<file path="config.mk">
export PLATFORM = sky130hd
export DESIGN_NAME = cache_top
export DESIGN_NICKNAME = d
export VERILOG_FILES = /design/src/cache_pkg.sv /design/src/cache_top.sv /design/src/cache_front_ctrl.sv /design/src/cache_line_store.sv /design/src/cache_refill_axi.sv /design/src/cache_tag_lookup.sv
export SDC_FILE = /design/constraint.sdc
export NUM_CORES = 1
export LEC_CHECK = 0
export BUFFER_PORTS_ARGS = -buffer_cell sky130_fd_sc_hd__clkbuf_2
export CAP_MARGIN = 20
export CORE_MARGIN = 3
export CORE_UTILIZATION = 50
export CTS_BUF_LIST = sky130_fd_sc_hd__clkbuf_4
export CTS_CLUSTER_DIAMETER = 200
export CTS_CLUSTER_SIZE = 10
export DETAILED_ROUTE_END_ITERATION = 8
export MAX_ROUTING_LAYER = met4
export PLACE_DENSITY = 0.72
export RECOVER_POWER = 100
export SLEW_MARGIN = 10
export SYNTH_ARGS = -nofsm -noshare
export SYNTH_HDL_FRONTEND = slang
export SYNTH_SLANG_ARGS = --single-unit
</file>
<file path="constraint.sdc">
create_clock -name clk_i -period 5.43 [get_ports clk_i]
set_clock_uncertainty 0.2 [all_clocks]
set_input_delay 1.086 -clock clk_i [delete_from_list [all_inputs] [get_ports clk_i]]
set_output_delay 1.086 -clock clk_i [all_outputs]
set_load 0.03 [all_outputs]
</file>
<file path="src/cache_pkg.sv">
package cache_pkg;

   // front side and backing memory data word
   typedef logic [31:0] word_t;

   // axi read response code, okay is 2'b00
   typedef logic [1:0] resp_t;

   // refill channel sequencing, one burst per line
   typedef enum logic [1:0] {
      idle,          // no refill pending
      init_process,  // ar request on the bus
      load_process,  // collecting beats
      end_process    // burst done, retry if an error was seen
   } refill_state_t;

endpackage
</file>
<file path="src/cache_top.sv">
module cache_top #(
   parameter int ADDR_W    = 16,
   parameter int INDEX_W   = 3,
   parameter int LINE2BE_W = 2
) (
   input  logic              clk_i,
   input  logic              reset,
   input  logic              req,
   input  logic [ADDR_W-1:0] addr,
   output logic              ack,
   output cache_pkg::word_t  rdata,
   output logic [ADDR_W-1:0] axi_araddr,
   output logic [7:0]        axi_arlen,
   output logic              axi_arvalid,
   input  logic              axi_arready,
   input  cache_pkg::word_t  axi_rdata,
   input  cache_pkg::resp_t  axi_rresp,
   input  logic              axi_rlast,
   input  logic              axi_rvalid,
   output logic              axi_rready
);

   localparam int LINE_W = ADDR_W - LINE2BE_W - 2;

   logic                 hit;
   logic                 tag_we;
   logic                 replace_valid;
   logic [LINE_W-1:0]    replace_addr;
   logic                 replace;
   logic                 read_valid;
   logic [LINE2BE_W-1:0] read_addr;
   cache_pkg::word_t     read_rdata;

   cache_tag_lookup #(.ADDR_W(ADDR_W), .INDEX_W(INDEX_W), .LINE2BE_W(LINE2BE_W)) u_lookup (
      .clk_i(clk_i), .reset(reset), .addr(addr), .tag_we(tag_we), .hit(hit)
   );

   cache_front_ctrl #(.ADDR_W(ADDR_W), .LINE2BE_W(LINE2BE_W)) u_ctrl (
      .clk_i(clk_i), .reset(reset), .req(req), .addr(addr), .ack(ack), .hit(hit),
      .replace_valid(replace_valid), .replace_addr(replace_addr), .replace(replace),
      .tag_we(tag_we)
   );

   cache_refill_axi #(.ADDR_W(ADDR_W), .LINE2BE_W(LINE2BE_W)) u_refill (
      .clk_i(clk_i), .reset(reset),
      .replace_valid(replace_valid), .replace_addr(replace_addr), .replace(replace),
      .read_valid(read_valid), .read_addr(read_addr), .read_rdata(read_rdata),
      .araddr(axi_araddr), .arlen(axi_arlen), .arvalid(axi_arvalid), .arready(axi_arready),
      .rdata(axi_rdata), .rresp(axi_rresp), .rlast(axi_rlast), .rvalid(axi_rvalid),
      .rready(axi_rready)
   );

   cache_line_store #(.ADDR_W(ADDR_W), .INDEX_W(INDEX_W), .LINE2BE_W(LINE2BE_W)) u_store (
      .clk_i(clk_i), .addr(addr), .read_valid(read_valid), .read_addr(read_addr),
      .read_rdata(read_rdata), .rdata(rdata)
   );

endmodule

</file>
<file path="src/cache_front_ctrl.sv">
module cache_front_ctrl #(
   parameter int ADDR_W    = 16,
   parameter int LINE2BE_W = 2
) (
   input  logic                        clk_i,
   input  logic                        reset,
   input  logic                        req,
   input  logic [ADDR_W-1:0]           addr,
   output logic                        ack,
   input  logic                        hit,
   output logic                        replace_valid,
   output logic [ADDR_W-LINE2BE_W-3:0] replace_addr,
   input  logic                        replace,
   output logic                        tag_we
);

   typedef enum logic [2:0] {
      idle,
      lookup,
      refill_start,
      refill_wait,
      tag_write,
      respond
   } front_state_t;

   front_state_t state;
   logic         req_q;

   assign replace_addr  = addr[ADDR_W-1:LINE2BE_W+2];  // tag and index
   assign replace_valid = (state == refill_start);
   assign tag_we        = (state == refill_wait) && !replace;  // refill just finished

   always_ff @(posedge clk_i or posedge reset) begin
      if (reset) begin
         state <= idle;
         req_q <= 1'b0;
         ack   <= 1'b0;
      end else begin
         req_q <= req;  // registered request
         case (state)
            idle: begin
               if (req_q) begin
                  state <= lookup;
               end
            end
            lookup: begin
               if (hit) begin
                  state <= respond;
                  ack   <= 1'b1;
               end else begin
                  state <= refill_start;
               end
            end
            refill_start: begin
               state <= refill_wait;
            end
            refill_wait: begin
               if (!replace) begin
                  state <= tag_write;
               end
            end
            tag_write: begin
               state <= lookup;  // hit flag picks up the new tag here
            end
            respond: begin
               if (!req_q) begin
                  state <= idle;
                  ack   <= 1'b0;
               end
            end
            default: begin
               state <= idle;
            end
         endcase
      end
   end

endmodule

</file>
<file path="src/cache_line_store.sv">
module cache_line_store #(
   parameter int ADDR_W    = 16,
   parameter int INDEX_W   = 3,
   parameter int LINE2BE_W = 2
) (
   input  logic                 clk_i,
   input  logic [ADDR_W-1:0]    addr,
   input  logic                 read_valid,
   input  logic [LINE2BE_W-1:0] read_addr,
   input  cache_pkg::word_t     read_rdata,
   output cache_pkg::word_t     rdata
);

   localparam int WORDS = 2**(INDEX_W + LINE2BE_W);

   typedef logic [INDEX_W+LINE2BE_W-1:0] word_addr_t;

   cache_pkg::word_t data_mem [WORDS];
   word_addr_t       wr_addr;
   word_addr_t       rd_addr;

   // index and word offset select one word of the whole store
   assign rd_addr = addr[2 +: INDEX_W+LINE2BE_W];
   assign wr_addr = {addr[LINE2BE_W+2 +: INDEX_W], read_addr};  // refill beat position

   always_ff @(posedge clk_i) begin
      if (read_valid) begin
         data_mem[wr_addr] <= read_rdata;
      end
      rdata <= data_mem[rd_addr];  // registered read, steady while addr is
   end

endmodule

</file>
<file path="src/cache_refill_axi.sv">
module cache_refill_axi #(
   parameter int ADDR_W    = 16,
   parameter int LINE2BE_W = 2
) (
   input  logic                          clk_i,
   input  logic                          reset,
   input  logic                          replace_valid,
   input  logic [ADDR_W-LINE2BE_W-3:0]   replace_addr,
   output logic                          replace,
   output logic                          read_valid,
   output logic [LINE2BE_W-1:0]          read_addr,
   output cache_pkg::word_t              read_rdata,
   output logic [ADDR_W-1:0]             araddr,
   output logic [7:0]                    arlen,
   output logic                          arvalid,
   input  logic                          arready,
   input  cache_pkg::word_t              rdata,
   input  cache_pkg::resp_t              rresp,
   input  logic                          rlast,
   input  logic                          rvalid,
   output logic                          rready
);

   localparam int LINE_W = ADDR_W - LINE2BE_W - 2;
   localparam cache_pkg::resp_t RESP_OKAY = 2'b00;

   typedef logic [LINE_W-1:0] line_addr_t;

   cache_pkg::refill_state_t state;
   line_addr_t               line_addr;
   logic                     slave_error;

   // line address is kept for the whole refill, retries included
   always_ff @(posedge clk_i) begin
      if (replace_valid && state == cache_pkg::idle) begin
         line_addr <= replace_addr;
      end
   end

   assign araddr     = {line_addr, {(LINE2BE_W+2){1'b0}}};  // line base, word aligned
   assign arlen      = 8'(2**LINE2BE_W - 1);                // one beat per line word
   assign read_valid = rvalid && rready;
   assign read_rdata = rdata;

   always_ff @(posedge clk_i or posedge reset) begin
      if (reset) begin
         state       <= cache_pkg::idle;
         read_addr   <= '0;
         slave_error <= 1'b0;
      end else begin
         case (state)
            cache_pkg::idle: begin
               read_addr   <= '0;
               slave_error <= 1'b0;
               if (replace_valid) begin
                  state <= cache_pkg::init_process;
               end
            end
            cache_pkg::init_process: begin
               read_addr   <= '0;
               slave_error <= 1'b0;  // fresh burst, forget the old error
               if (arready) begin
                  state <= cache_pkg::load_process;
               end
            end
            cache_pkg::load_process: begin
               if (rvalid) begin
                  if (rresp != RESP_OKAY) begin
                     slave_error <= 1'b1;  // burst runs to the end anyway
                  end
                  if (rlast) begin
                     state <= cache_pkg::end_process;  // counter stays on the last word
                  end else begin
                     read_addr <= read_addr + 1'b1;
                  end
               end
            end
            default: begin  // end_process
               if (slave_error) begin
                  state <= cache_pkg::init_process;
               end else begin
                  state <= cache_pkg::idle;
               end
            end
         endcase
      end
   end

   assign replace = (state != cache_pkg::idle);
   assign arvalid = (state == cache_pkg::init_process);
   assign rready  = (state == cache_pkg::load_process);

endmodule

</file>
<file path="src/cache_tag_lookup.sv">
module cache_tag_lookup #(
   parameter int ADDR_W    = 16,
   parameter int INDEX_W   = 3,
   parameter int LINE2BE_W = 2
) (
   input  logic              clk_i,
   input  logic              reset,
   input  logic [ADDR_W-1:0] addr,
   input  logic              tag_we,
   output logic              hit
);

   localparam int TAG_W = ADDR_W - INDEX_W - LINE2BE_W - 2;
   localparam int LINES = 2**INDEX_W;

   typedef logic [TAG_W-1:0]   tag_t;
   typedef logic [INDEX_W-1:0] index_t;

   tag_t             addr_tag;
   index_t           addr_index;
   tag_t             tag_mem [LINES];
   logic [LINES-1:0] valid;

   // byte address is tag | index | word offset | byte offset
   assign addr_tag   = addr[ADDR_W-1 -: TAG_W];
   assign addr_index = addr[LINE2BE_W+2 +: INDEX_W];

   always_ff @(posedge clk_i or posedge reset) begin
      if (reset) begin
         valid <= '0;
         hit   <= 1'b0;
      end else begin
         if (tag_we) begin
            valid[addr_index] <= 1'b1;  // line now holds refilled data
         end
         hit <= valid[addr_index] && (tag_mem[addr_index] == addr_tag);
      end
   end

   // tag store itself needs no clearing, valid bits qualify it
   always_ff @(posedge clk_i) begin
      if (tag_we) begin
         tag_mem[addr_index] <= addr_tag;
      end
   end

endmodule

</file>
### After elaboration in Yosys (flattened, before gate mapping)

Memory sizes are Yosys's and may differ from the RTL's. A register that Yosys moved wholly into a read port is not among the register bits.
Cells that the tools add are included.
W data, S select, Z words.

* add/sub/neg operators: 1
* $lt $le $gt $ge: 2
* eq/ne operators: 18
* mux-type cells: 28
* bitwise gates (word level): 1
* reduce and logical (&&, ||, !) cells: 18

Operator list (count)
* $pmux W3 S6: 1
* $ne A2 B2 Y1 const B: 7
* $mux W2: 6
* $mux W3: 4
* $reduce_and A3 Y1: 4
* $mux W1: 11
* $eq A9 B9 Y1: 1
* $or A8 B8 Y8: 1
* $reduce_bool A2 Y1: 4
* $eq A3 B2 Y1 const B: 2
* $eq A3 B3 Y1 const B: 2
* $ne A2 B1 Y1 const B: 3
* $pmux W2 S3: 1
* $logic_and A1 B1 Y1: 5
* $lt A3 B4 Y1 const B: 1
* $pmux W1 S2: 2
* $pmux W2 S2: 1
* $reduce_and A4 Y1: 1
* $bmux W1 S3: 1
* $demux W1 S3: 1
* $eq A3 B1 Y1 const B: 1
* $ge A3 B1 Y1 const B: 1
* $logic_not A3 Y1: 1
* $add A2 B1 Y2 const B: 1
* 5 further kinds: 5

* register bits after elaboration: 31
* memory bits (writable): 1096
* input bits: 56
* word-level logic and storage cells: 79
* memories kept: 2

Memory list
* u_store.data_mem: depth 32, width 32, read ports 1, clocked after Yosys merged registers in 1, write ports 1, RTL line cache_line_store.sv:18 `cache_pkg::word_t data_mem [WORDS];`
* u_lookup.tag_mem: depth 8, width 9, read ports 1, clocked after Yosys merged registers in 0, write ports 1, RTL line cache_tag_lookup.sv:21 `tag_t tag_mem [LINES];`

### Depth between registers and ports, before layout

Gate-level depths: netlist (run 1).

* depth in word-level cells: 5
* gate-level depth with buffers: 9
* mapped depth without buffers: 6

### Cells and area by module

From an unflattened synthesis (run 1), not the netlist that was laid out.

* cell total of the unflattened synthesis: 2413
* area, all modules: 44481.4 sq um

By module, submodules not included
* cache_line_store: instances 1, cells each 2105, area each 39754.4 sq um, sequential area each 31390.1 sq um
* cache_tag_lookup: instances 1, cells each 171, area each 3280.6 sq um, sequential area each 2387.3 sq um
* cache_refill_axi: instances 1, cells each 97, area each 1087.3 sq um, sequential area each 485.5 sq um
* cache_front_ctrl: instances 1, cells each 40, area each 359.1 sq um, sequential area each 125.1 sq um

### Worst setup path before layout (run 1)

No wires, ideal clock.

* kind: input -> register
* start point: input port addr[5]
* end point: memory u_store.data_mem[0][0] (netlist bit) (enable)
* setup time: 421 ps
* data arrival time: 3264 ps
* setup slack: 1545 ps
* cell stages on the path: 5
* path through: buf_6 > buf_6 > buf_2 > or3_1 > nor2_1

RTL lines
* start, declared: RTL line cache_top.sv:9 `input logic [ADDR_W-1:0] addr,`
* end, declared: RTL line cache_line_store.sv:18

No word-level cell before the write port.

### Worst setup path in the final report (run 1)

* start point: input port addr[6]
* end point: memory u_store.data_mem[25][21] (netlist bit) (enable)

No word-level cell before the write port.

==> impl_results.md, run 1 <==
- Outcome: finished with violations
- Failing checks: max-capacitance violations, max-slew violations
- P&R area growth vs syn: 8.83%
- Unrepaired setup endpoints after global routing: false
- Initial drt markers: 2243
- Final core area utilization: 55.1%
- Combinational Power Share: around 7.0%
- Mapped Cells: 1884
- CTS max path bufs: 3
- Clock network power share: 29.4%
- CTS Buf Count: 133
- Post-synth ARST share: 1.64%
- Synth top area cells: edfxtp_1 (77%), mux4_2 (14%), a22oi_1 (2.3%)
- All-layer global routing usage: around 22%
- Cell area after synthesis: around 43000 µm²
- Setup Viol. Count Final: 0
- Worst Setup Start Kind: input port
- Synth warn: 0
- #FFs+latches synth: approximately 1200
- Buf/Inv on CP: 2
- DIE WIDTH: between 300 and 400 µm
- Critical path's slowest cell: nor2_1
- Final Max Slew Viols: around 180
- Final period util: a little over four fifths
- Max_cap viols: 13
- Crit path cell chain: clkbuf_1 > nor2b_1 > nand2_1 > nor2_1 > clkbuf_1
- Die area: ~90000 µm²
- Max-slew headroom: -31.1%
- Clk_lat worst skew: 1.01 ns
- Most Crowded Layer GR: met2
- Kind of critical path: in -> reg
- Initial antenna violation count: 4
- Post-CTS Setup Inserts: 0
- Fin nets: 2153
- Worst min path class: in -> reg
- CTS sink cnt: 1159
- Initial Utilization: 50.6%
- Gr ovfl total: 0
- Largest net degree at the start of global routing: 83
- DR vias/cell: 6.11
- Crit-path max cell delay: 1.50 ns
- Final hold vios: 0
- Met2 Use GR: 35.3%
- Sw Share: 22.5%
- H-tree Lvls: 4
- Most frequent CP cell: clkbuf_1
- Critical path required time: around 5.9 ns
- Design Power: around 16 mW
- Met1 GRT Util: 29.5%
- Seq/Total Area, Yosys: 79.5%
- Leak: 14.4 nW
- Number of library cell types mapped by synthesis: 53
- Worst-path clk slew: about 0.11 ns
- Cell family with most CP delay: simple AND/OR/NAND/NOR gates
- EDFF count, synth: 1108
- Ports: approximately 120
- Die Ht: 300 µm
- Fmax: 220 MHz
- Min Tclk post-route: 4.55 ns
- Switch Pwr: about 3.6 mW
- Worst slew pin tran: 1.96 ns
- Routed via count: around 20000
- I/O Buffers: 100
- Synth Flop Type: edfxtp_1
- Power density cells: 336 nW/µm²
- Proportion of layout cells with a drive suffix above 1: a little over a quarter
- Antenna Nets Post-Route: 0
- Internal: 12.2 mW
- CP arrival: 4.97 ns
- Core box area: 85400 µm²
- WL final: 94800 µm
- Wirelength per Cell: 28.6 µm
- Setup crit end kind: flop
- Post-synth top area cell: edfxtp_1
- CTS Root Cell: clkbuf_4
- Global-route wire length before repair: 140000 µm
- Vias in the first global route: 20800
- Fill cells: ~6400
- Initial DRT Pass Iterations: 5
- Sequential share of power: 63.6%
- # rows: 107
- Setup TNS: 0 ns
- GRT met3 Usage: 4.59%
- Crit path max fanout: 25
- Max VDD drop: roughly 190 µV
- Detailed-placement wirelength estimate: 51900 µm
- Residual DRC: 0
- GP Congestion: 0.793
- Top cell type's share of synthesized area: 76.9%
- CTS tree: built
- Syn avg cell area: 23.0 µm²
worst register-to-register path, stage by stage (launching register included):
cell	delay [ns]
dfrtp_1	0.42
inv_1	0.11
ha_1	0.40
nand3_1	0.70
nor2_1	1.32
clkbuf_2	0.94
cells in the final DEF (no fill, tap or decap), types with 5 or more instances in the layout:
cell and instances:
a22oi_1 134, buf_12 13, buf_4 29, clkbuf_1 106
clkbuf_2 17, clkbuf_4 204, conb_1 12, dfrtp_1 19
dfxtp_1 32, edfxtp_1 1108, ha_1 8, inv_1 8
inv_2 5, mux2i_1 15, mux4_2 264, nand2_1 11
nand2b_1 9, nand3_1 6, nand4_1 34, nor2_1 30
nor2_4 19, o21ai_0 7, or2_1 8
power groups by stage:
stage	Combinational, mW	Sequential, mW	Clock, mW
after floorplan	0.644	10.3	0
after global placement	1.13	10.2	0
after detailed placement	1.16	10.2	0
after CTS	1.16	10.0	4.75
after global routing	1.21	10.1	5.11
final	1.11	10.0	4.64
cell usage after synthesis (2+ instances only):
master and number:
nand4_1 34, or3_1 3, a22oi_1 134, xnor2_1 4
mux2_2 3, and3_1 2, inv_1 7, a22o_1 3
buf_1 13, a31oi_1 2, o22a_1 2, a221oi_1 2
clkbuf_1 47, o22ai_1 2, or2_1 9, mux2_1 2
mux4_2 264, nand2b_1 9, xor2_1 3, o21ai_0 7
buf_6 4, and2_1 3, buf_2 31, nor2b_1 4
dfrtp_1 19, nor2_1 49, buf_4 14, nand2_1 11
edfxtp_1 1108, nor3_1 2, a21oi_1 4, nand3_1 6
dfxtp_1 32, mux2i_1 15, a211oi_1 4, ha_1 8
conb_1 2
worst paths after layout:
path | start | slack (ns) | end | cells after the start
hold / removal | addr[14] | 0.26 | u_refill.line_addr[10] | 1
min in group asynchronous | reset | 0.50 | u_lookup.valid[7] | 3
setup / recovery | addr[6] | 0.88 | u_store.data_mem[25][21] | 5
hold reg to reg | u_lookup.valid[3] | 0.28 | u_lookup.valid[3] | 1
setup reg to reg | u_refill.state[0] | 0.89 | u_store.data_mem[11][20] | 5
max in group asynchronous | reset | 4.06 | u_refill.slave_error | 3
flip-flops by register name, summed over array words and instances, names as in the netlist:
register / count
u_ctrl.req_q: 1
u_lookup.tag_mem: 72
u_refill.slave_error: 1
u_store.rdata: 32
u_lookup.valid: 8
u_lookup.hit: 1
u_store.data_mem: 1024
u_refill.state: 2
u_ctrl.ack: 1
u_refill.read_addr: 2
u_refill.line_addr: 12
u_ctrl.state: 3
cell type report:
class	instances	area [µm²]	area share, %
Tap cell	1144	1430	3.04
Timing Repair Buffer	169	1010	2.15
Clock buffer	204	1530	3.25
Sequential cell	1159	34400	73.1
Antenna cell	3	7.51	0.0160
Clock inverter	14	178	0.378
Multi-Input combinational cell	617	8480	18.0
Inverter	9	33.8	0.0718
cell families after synthesis:
family | Yosys count | share of synthesized area (%)
xor+xnor | 7 | 0.142
other cells | 2 | 0.0174
flops | 1159 | 79.5
simple gates | 140 | 1.71
fa+ha+maj | 8 | 0.231
mux | 284 | 14.2
buf+inv | 118 | 1.30
compound gates | 166 | 2.84
stage by stage:
step	hold slack (ns)	cell area [µm²]	setup WS, ns	instances
floorplan	0.226	43300	1.54	1894
global placement	0.240	45600	1.31	3091
detailed placement	0.253	45600	1.22	3092
CTS	0.0691	47300	1.61	3312
global route	0.189	47100	0.753	3319
finish	0.263	47100	0.880	3319
routing by layer:
metal  up-vias  part of all wire, %
li1       8459                    -
met1     10700                   39
met2       939                   50
met3       154                  7.9
met4         0                  2.3
met5         -                    0
what timing repair did:
item,CTS,global route
hold buffers,2,0
endpoints found under the setup margin,0,0
hold endpoints to repair,20,0
resized for setup,0,0
Power figures use the tool's default switching activity.
==> run 2, diff against run 1 <==
--- a/config.mk
+++ b/config.mk
@@ -14,7 +14,7 @@
 export CTS_CLUSTER_SIZE = 10
 export DETAILED_ROUTE_END_ITERATION = 8
 export MAX_ROUTING_LAYER = met4
-export PLACE_DENSITY = 0.72
+export PLACE_DENSITY = 0.75
 export RECOVER_POWER = 100
 export SLEW_MARGIN = 10
 export SYNTH_ARGS = -nofsm -noshare
==> constraint.sdc (replaced) <==
create_clock -name clk_i -period 4 [get_ports clk_i]
set_clock_uncertainty 0.2 [all_clocks]
set_input_delay 0.8 -clock clk_i [delete_from_list [all_inputs] [get_ports clk_i]]
set_output_delay 0.8 -clock clk_i [all_outputs]
set_load 0.03 [all_outputs]
==> impl_results.md, run 2 (same netlist as run 1, synthesis figures left out) <==
- Final hold vios: 0
- Routed via count: 21000
- Vias in the first global route: 21400
- I/O Buffers: 100
- Initial antenna violation count: 3
- Gr ovfl total: 0
- Setup crit end kind: flop
- Detailed-placement wirelength estimate: 52400 µm
- Kind of critical path: reg -> reg
- Ports: 115
- Min Tclk post-route: 3.55 ns
- Crit path max fanout: 14
- Failing checks: max-capacitance violations, max-slew violations
- Power density cells: 457 nW/µm²
- Fin nets: 2200
- Global-route wire length before repair: 144000 µm
- H-tree Lvls: 4
- Clk_lat worst skew: 1.05 ns
- Largest net degree at the start of global routing: 56
- Post-CTS Setup Inserts: 0
- Number of flip-flops under the largest register name: between 1000 and 1500
- # rows: around 110
- Wirelength per Cell: 29.1 µm
- Core box area: 85400 µm²
- Max VDD drop: between 200 and 300 µV
- Max-slew headroom: -10.2%
- Final core area utilization: 55.6%
- Setup TNS: 0 ns
- Initial Utilization: 50.6%
- Biggest registers after layout: u_store.data_mem (1024), u_lookup.tag_mem (72), u_store.rdata (32)
- DR vias/cell: 6.23
- Initial drt markers: ~2500
- CTS tree: built
- Critical path required time: 4.40 ns
- WL final: 98000 µm
- CTS sink cnt: 1159
- Worst slew pin tran: 1.65 ns
- Most common cell after layout, fill and taps aside: edfxtp_1
- Initial DRT Pass Iterations: 5
- Outcome: finished with violations
- CTS max path bufs: 3
- Most frequent cells in the layout: edfxtp_1 (1108), mux4_2 (264), clkbuf_4 (214)
- Final period util: 88.8%
- Die Ht: 300 µm
- CTS Root Cell: clkbuf_4
- Post-Layout Cell Count: 3367
- CP arrival: 3.95 ns
- Leak: roughly 15 nW
- Biggest register: u_store.data_mem
- All-layer global routing usage: 22.9%
- Fill cells: 6308
- CTS Hold Bufs: 17
- Worst min path class: in -> reg
- Fmax: 282 MHz
- Worst-path clk slew: around 0.12 ns
- Residual DRC: 0
- Post-CTS Resized: 0
- Antenna Nets Post-Route: 0
- DIE WIDTH: 300 µm
- Setup Viol. Count Final: 0
- Unrepaired setup endpoints after global routing: false
- Max_cap viols: 5
- Proportion of layout cells with a drive suffix above 1: 26.5%
- Final Max Slew Viols: 60
- GP Congestion: ~0.77
- CTS Buf Count: roughly 130
- P&R area growth vs syn: 9.75%
- Worst Setup Start Kind: flop
- Fin Hold WS: 0.155 ns
- Die area: ~90000 µm²
- Placed Cells: 3127
run 2: final cells by class:
class                      count  area, µm²  area share (%)
clock buffer                 210       1580            3.32
inverter                       9       33.8          0.0712
multi-input combinational    617       8540            18.0
clock inverter                 9        218           0.459
timing repair buffer         216       1260            2.66
tap                         1144       1430            3.02
sequential                  1159      34400            72.5
antenna                        3       7.51          0.0158
run 2: layer usage:
layer / global-route usage [%] / up-vias / part of all wire [%]
met3: 4.60 / 185 / 9.1
li1: - / 8570 / -
met2: 36.1 / 1239 / 50
met4: 7.49 / 0 / 2.8
met5: - / - / 0
met1: 30.3 / 11000 / 38
run 2: where the power goes:
part | leakage, nW | internal, mW | switching [mW]
Combinational | 3.06 | 0.535 | 1.02
Sequential | 10.5 | 13.5 | 0.111
Clock | 1.07 | 2.81 | 3.69
Total | 14.6 | 16.9 | 4.82
run 2: stage by stage:
stage               cell area [µm²]  power [mW]  setup WS, ns
floorplan                     43300        14.9         0.401
global placement              46000        15.4         0.963
detailed placement            46000        15.5         0.902
global route                  47500        22.5         0.359
CTS                           47900        21.9         0.683
finish                        47500        21.7         0.448
run 2: final timing paths:
check | from | slack, ns | depth (start not counted) | end
min in group asynchronous | reset | 0.20 | 3 | u_ctrl.state[2]
worst min-delay path | axi_rvalid | 0.15 | 4 | u_refill.state[0]
max in group asynchronous | reset | 2.88 | 3 | u_refill.read_addr[0]
worst max register to register | u_refill.state[0] | 0.45 | 5 | u_store.data_mem[7][13]
worst max-delay path | u_refill.state[0] | 0.45 | 5 | u_store.data_mem[7][13]
worst min register to register | u_lookup.valid[1] | 0.28 | 1 | u_lookup.valid[1]
run 2: critical path, cell delays in order (launching register included):
cell and delay [ns]:
dfrtp_1 0.42, inv_1 0.10, ha_1 0.41, nand3_1 0.56
nor2_4 0.23, clkbuf_1 1.22
==> run 3, diff against run 2 <==
--- a/config.mk
+++ b/config.mk
@@ -15,7 +15,7 @@
 export DETAILED_ROUTE_END_ITERATION = 8
 export MAX_ROUTING_LAYER = met4
 export PLACE_DENSITY = 0.75
-export RECOVER_POWER = 100
+export RECOVER_POWER = 25
 export SLEW_MARGIN = 10
 export SYNTH_ARGS = -nofsm -noshare
 export SYNTH_HDL_FRONTEND = slang
==> impl_results.md, run 3 (same netlist as run 1, synthesis figures left out) <==
- Outcome: finished clean
- Max-slew headroom: 13.7%
- Crit-path max cell delay: 0.42 ns
- # rows: 107
- CTS tree: built
- Setup crit end kind: output pin
- Setup ws final: 0.782 ns
- Global-route wire length before repair: 144000 µm
- Number of flip-flops under the largest register name: about 1000
- Detailed-placement wirelength estimate: between 50000 and 60000 µm
- Vias in the first global route: between 20000 and 25000
- Final hold vios: 0
- Routed via count: 21000
- Critical path's slowest cell: dfrtp_1
- Wirelength per Cell: roughly 29 µm
- Reg2reg setup slack: between 0.9 and 1 ns
- CTS Root Cell: clkbuf_4
- Crit path max fanout: 11
- Final period util: 80.5%
- All-layer global routing usage: about 23%
- CTS sink cnt: 1159
- Final Max Slew Viols: 0
- Fmax: 311 MHz
- RR Endpoint: u_store.data_mem[3][27]
- Max_cap viols: 0
- Proportion of layout cells with a drive suffix above 1: 31.4%
- Critical path required time: roughly 3.0 ns
- Min-Delay Endpoint: u_refill.state[0]
- Power density cells: 454 nW/µm²
- Biggest register: u_store.data_mem
- Cell family with most CP delay: flip-flops
- CTS max path bufs: 3
- GP Congestion: 0.774
- Buf/Inv on CP: 2
- DP Worst Slack: approximately 0.9 ns
- I/O Buffers: 100
- DIE WIDTH: 300 µm
- Antenna Nets Post-Route: 0
- Die Ht: 300 µm
- Fin nets: 2200
- CP arrival: 2.22 ns
- Initial Utilization: 50.6%
- Fill cells: approximately 6200
- Die area: 90000 µm²
- CTS Hold Bufs: 17
- Post-CTS Setup Inserts: 0
- Residual DRC: 0
- Reg2reg path depth: 5
- CTS Buf Count: 133
- P&R area growth vs syn: 10.8%
- Kind of critical path: reg -> out
- Hold Path Depth: 4
- Largest net degree at the start of global routing: 56
- Clk_lat worst skew: 1.06 ns
- Hold wc startpoint: axi_rvalid
- Initial drt markers: 2544
- Setup Viol. Count Final: 0
- Crit Reg-Reg Startpoint: u_refill.state[0]
- Worst-path clk slew: ~0.12 ns
- Min Tclk post-route: 3.22 ns
- Initial antenna violation count: 3
- Crit path cell chain: inv_1 > ha_1 > clkbuf_2
- Initial DRT Pass Iterations: 5
- H-tree Lvls: 4
- Core box area: 85400 µm²
- DR vias/cell: 6.22
- Unrepaired setup endpoints after global routing: false
- Worst slew pin tran: 1.29 ns
- Post-CTS Resized: 0
- Leak: 15.0 nW
- Worst min path class: in -> reg
- Ports: approximately 120
- Max VDD drop: 285 µV
- Biggest registers after layout: u_store.data_mem (1024), u_lookup.tag_mem (72), u_store.rdata (32)
- Gr ovfl total: 0
- WL final: 98000 µm
- Most common cell after layout, fill and taps aside: edfxtp_1
- Most frequent cells in the layout: edfxtp_1 (1108), mux4_2 (264), clkbuf_4 (210)
- Worst Setup Start Kind: flop
- Setup TNS: 0 ns
run 3: changes by cell type in the layout (fill, tap and decap cells not counted), moves of 4 or more:
cell	delta
clkbuf_1	-100
buf_4	+59
clkbuf_2	+37
buf_12	+8
nor2_1	-7
nor2_4	+7
clkbuf_4	-4
run 3: per-stage QoR:
| step | power, mW | area, µm² | hold WS [ns] | utilization [%] | instances |
|---|---|---|---|---|---|
| CTS | 21.9 | 47900 | 0.0290 | 56.1 | 3363 |
| global route | 22.5 | 47900 | 0.120 | 56.1 | 3367 |
| finish | 21.7 | 47900 | 0.152 | 56.1 | 3367 |
| global placement | 15.4 | 46000 | 0.245 | 53.8 | 3127 |
| detailed placement | 15.5 | 46000 | 0.250 | 53.8 | 3127 |
| floorplan | 14.9 | 43300 | 0.226 | - | 1894 |
run 3: how the worst max path moves through the flow:
stage	from	cells after the start	endpoint	slack (ns)
6_report	u_refill.state[0]	3	axi_rready	0.78
5_1_grt	u_refill.state[0]	3	axi_rready	0.63
4_1_cts	u_refill.state[0]	3	axi_rready	0.68
3_5_place_dp	addr[5]	8	u_lookup.hit	0.90
3_3_place_gp	addr[5]	4	u_store.data_mem[3][23]	0.96
2_1_floorplan	addr[5]	5	u_store.data_mem[0][0]	0.40
run 3: cell type report:
class	count	area (µm²)	area share, %
sequential	1159	34400	71.8
multi-input combinational	617	8600	18.0
tap	1144	1430	2.99
clock inverter	9	218	0.455
inverter	9	33.8	0.0705
antenna	3	7.51	0.0157
timing repair buffer	216	1640	3.43
clock buffer	210	1580	3.29
run 3: layer usage:
| metal | share of wire, % | GRT usage [%] | up-vias |
|---|---|---|---|
| li1 | - | - | 8566 |
| met1 | 38 | 30.3 | 11000 |
| met2 | 50 | 36.1 | 1229 |
| met3 | 9.2 | 4.60 | 184 |
| met4 | 2.8 | 7.49 | 0 |
| met5 | 0 | - | - |
run 3: power by group:
part	internal, mW	switching (mW)	leakage, nW
combinational	0.574	1.02	3.45
sequential	13.5	0.113	10.5
clock	2.81	3.69	1.07
total	16.9	4.83	15.0
run 3: tightest hold or removal path: cells and delay by family:
kind,cells,cell delay (ns)
buffers and inverters,1,0.14
AO/OA/AOI/OAI,2,0.31
AND/OR/NAND/NOR,1,0.07
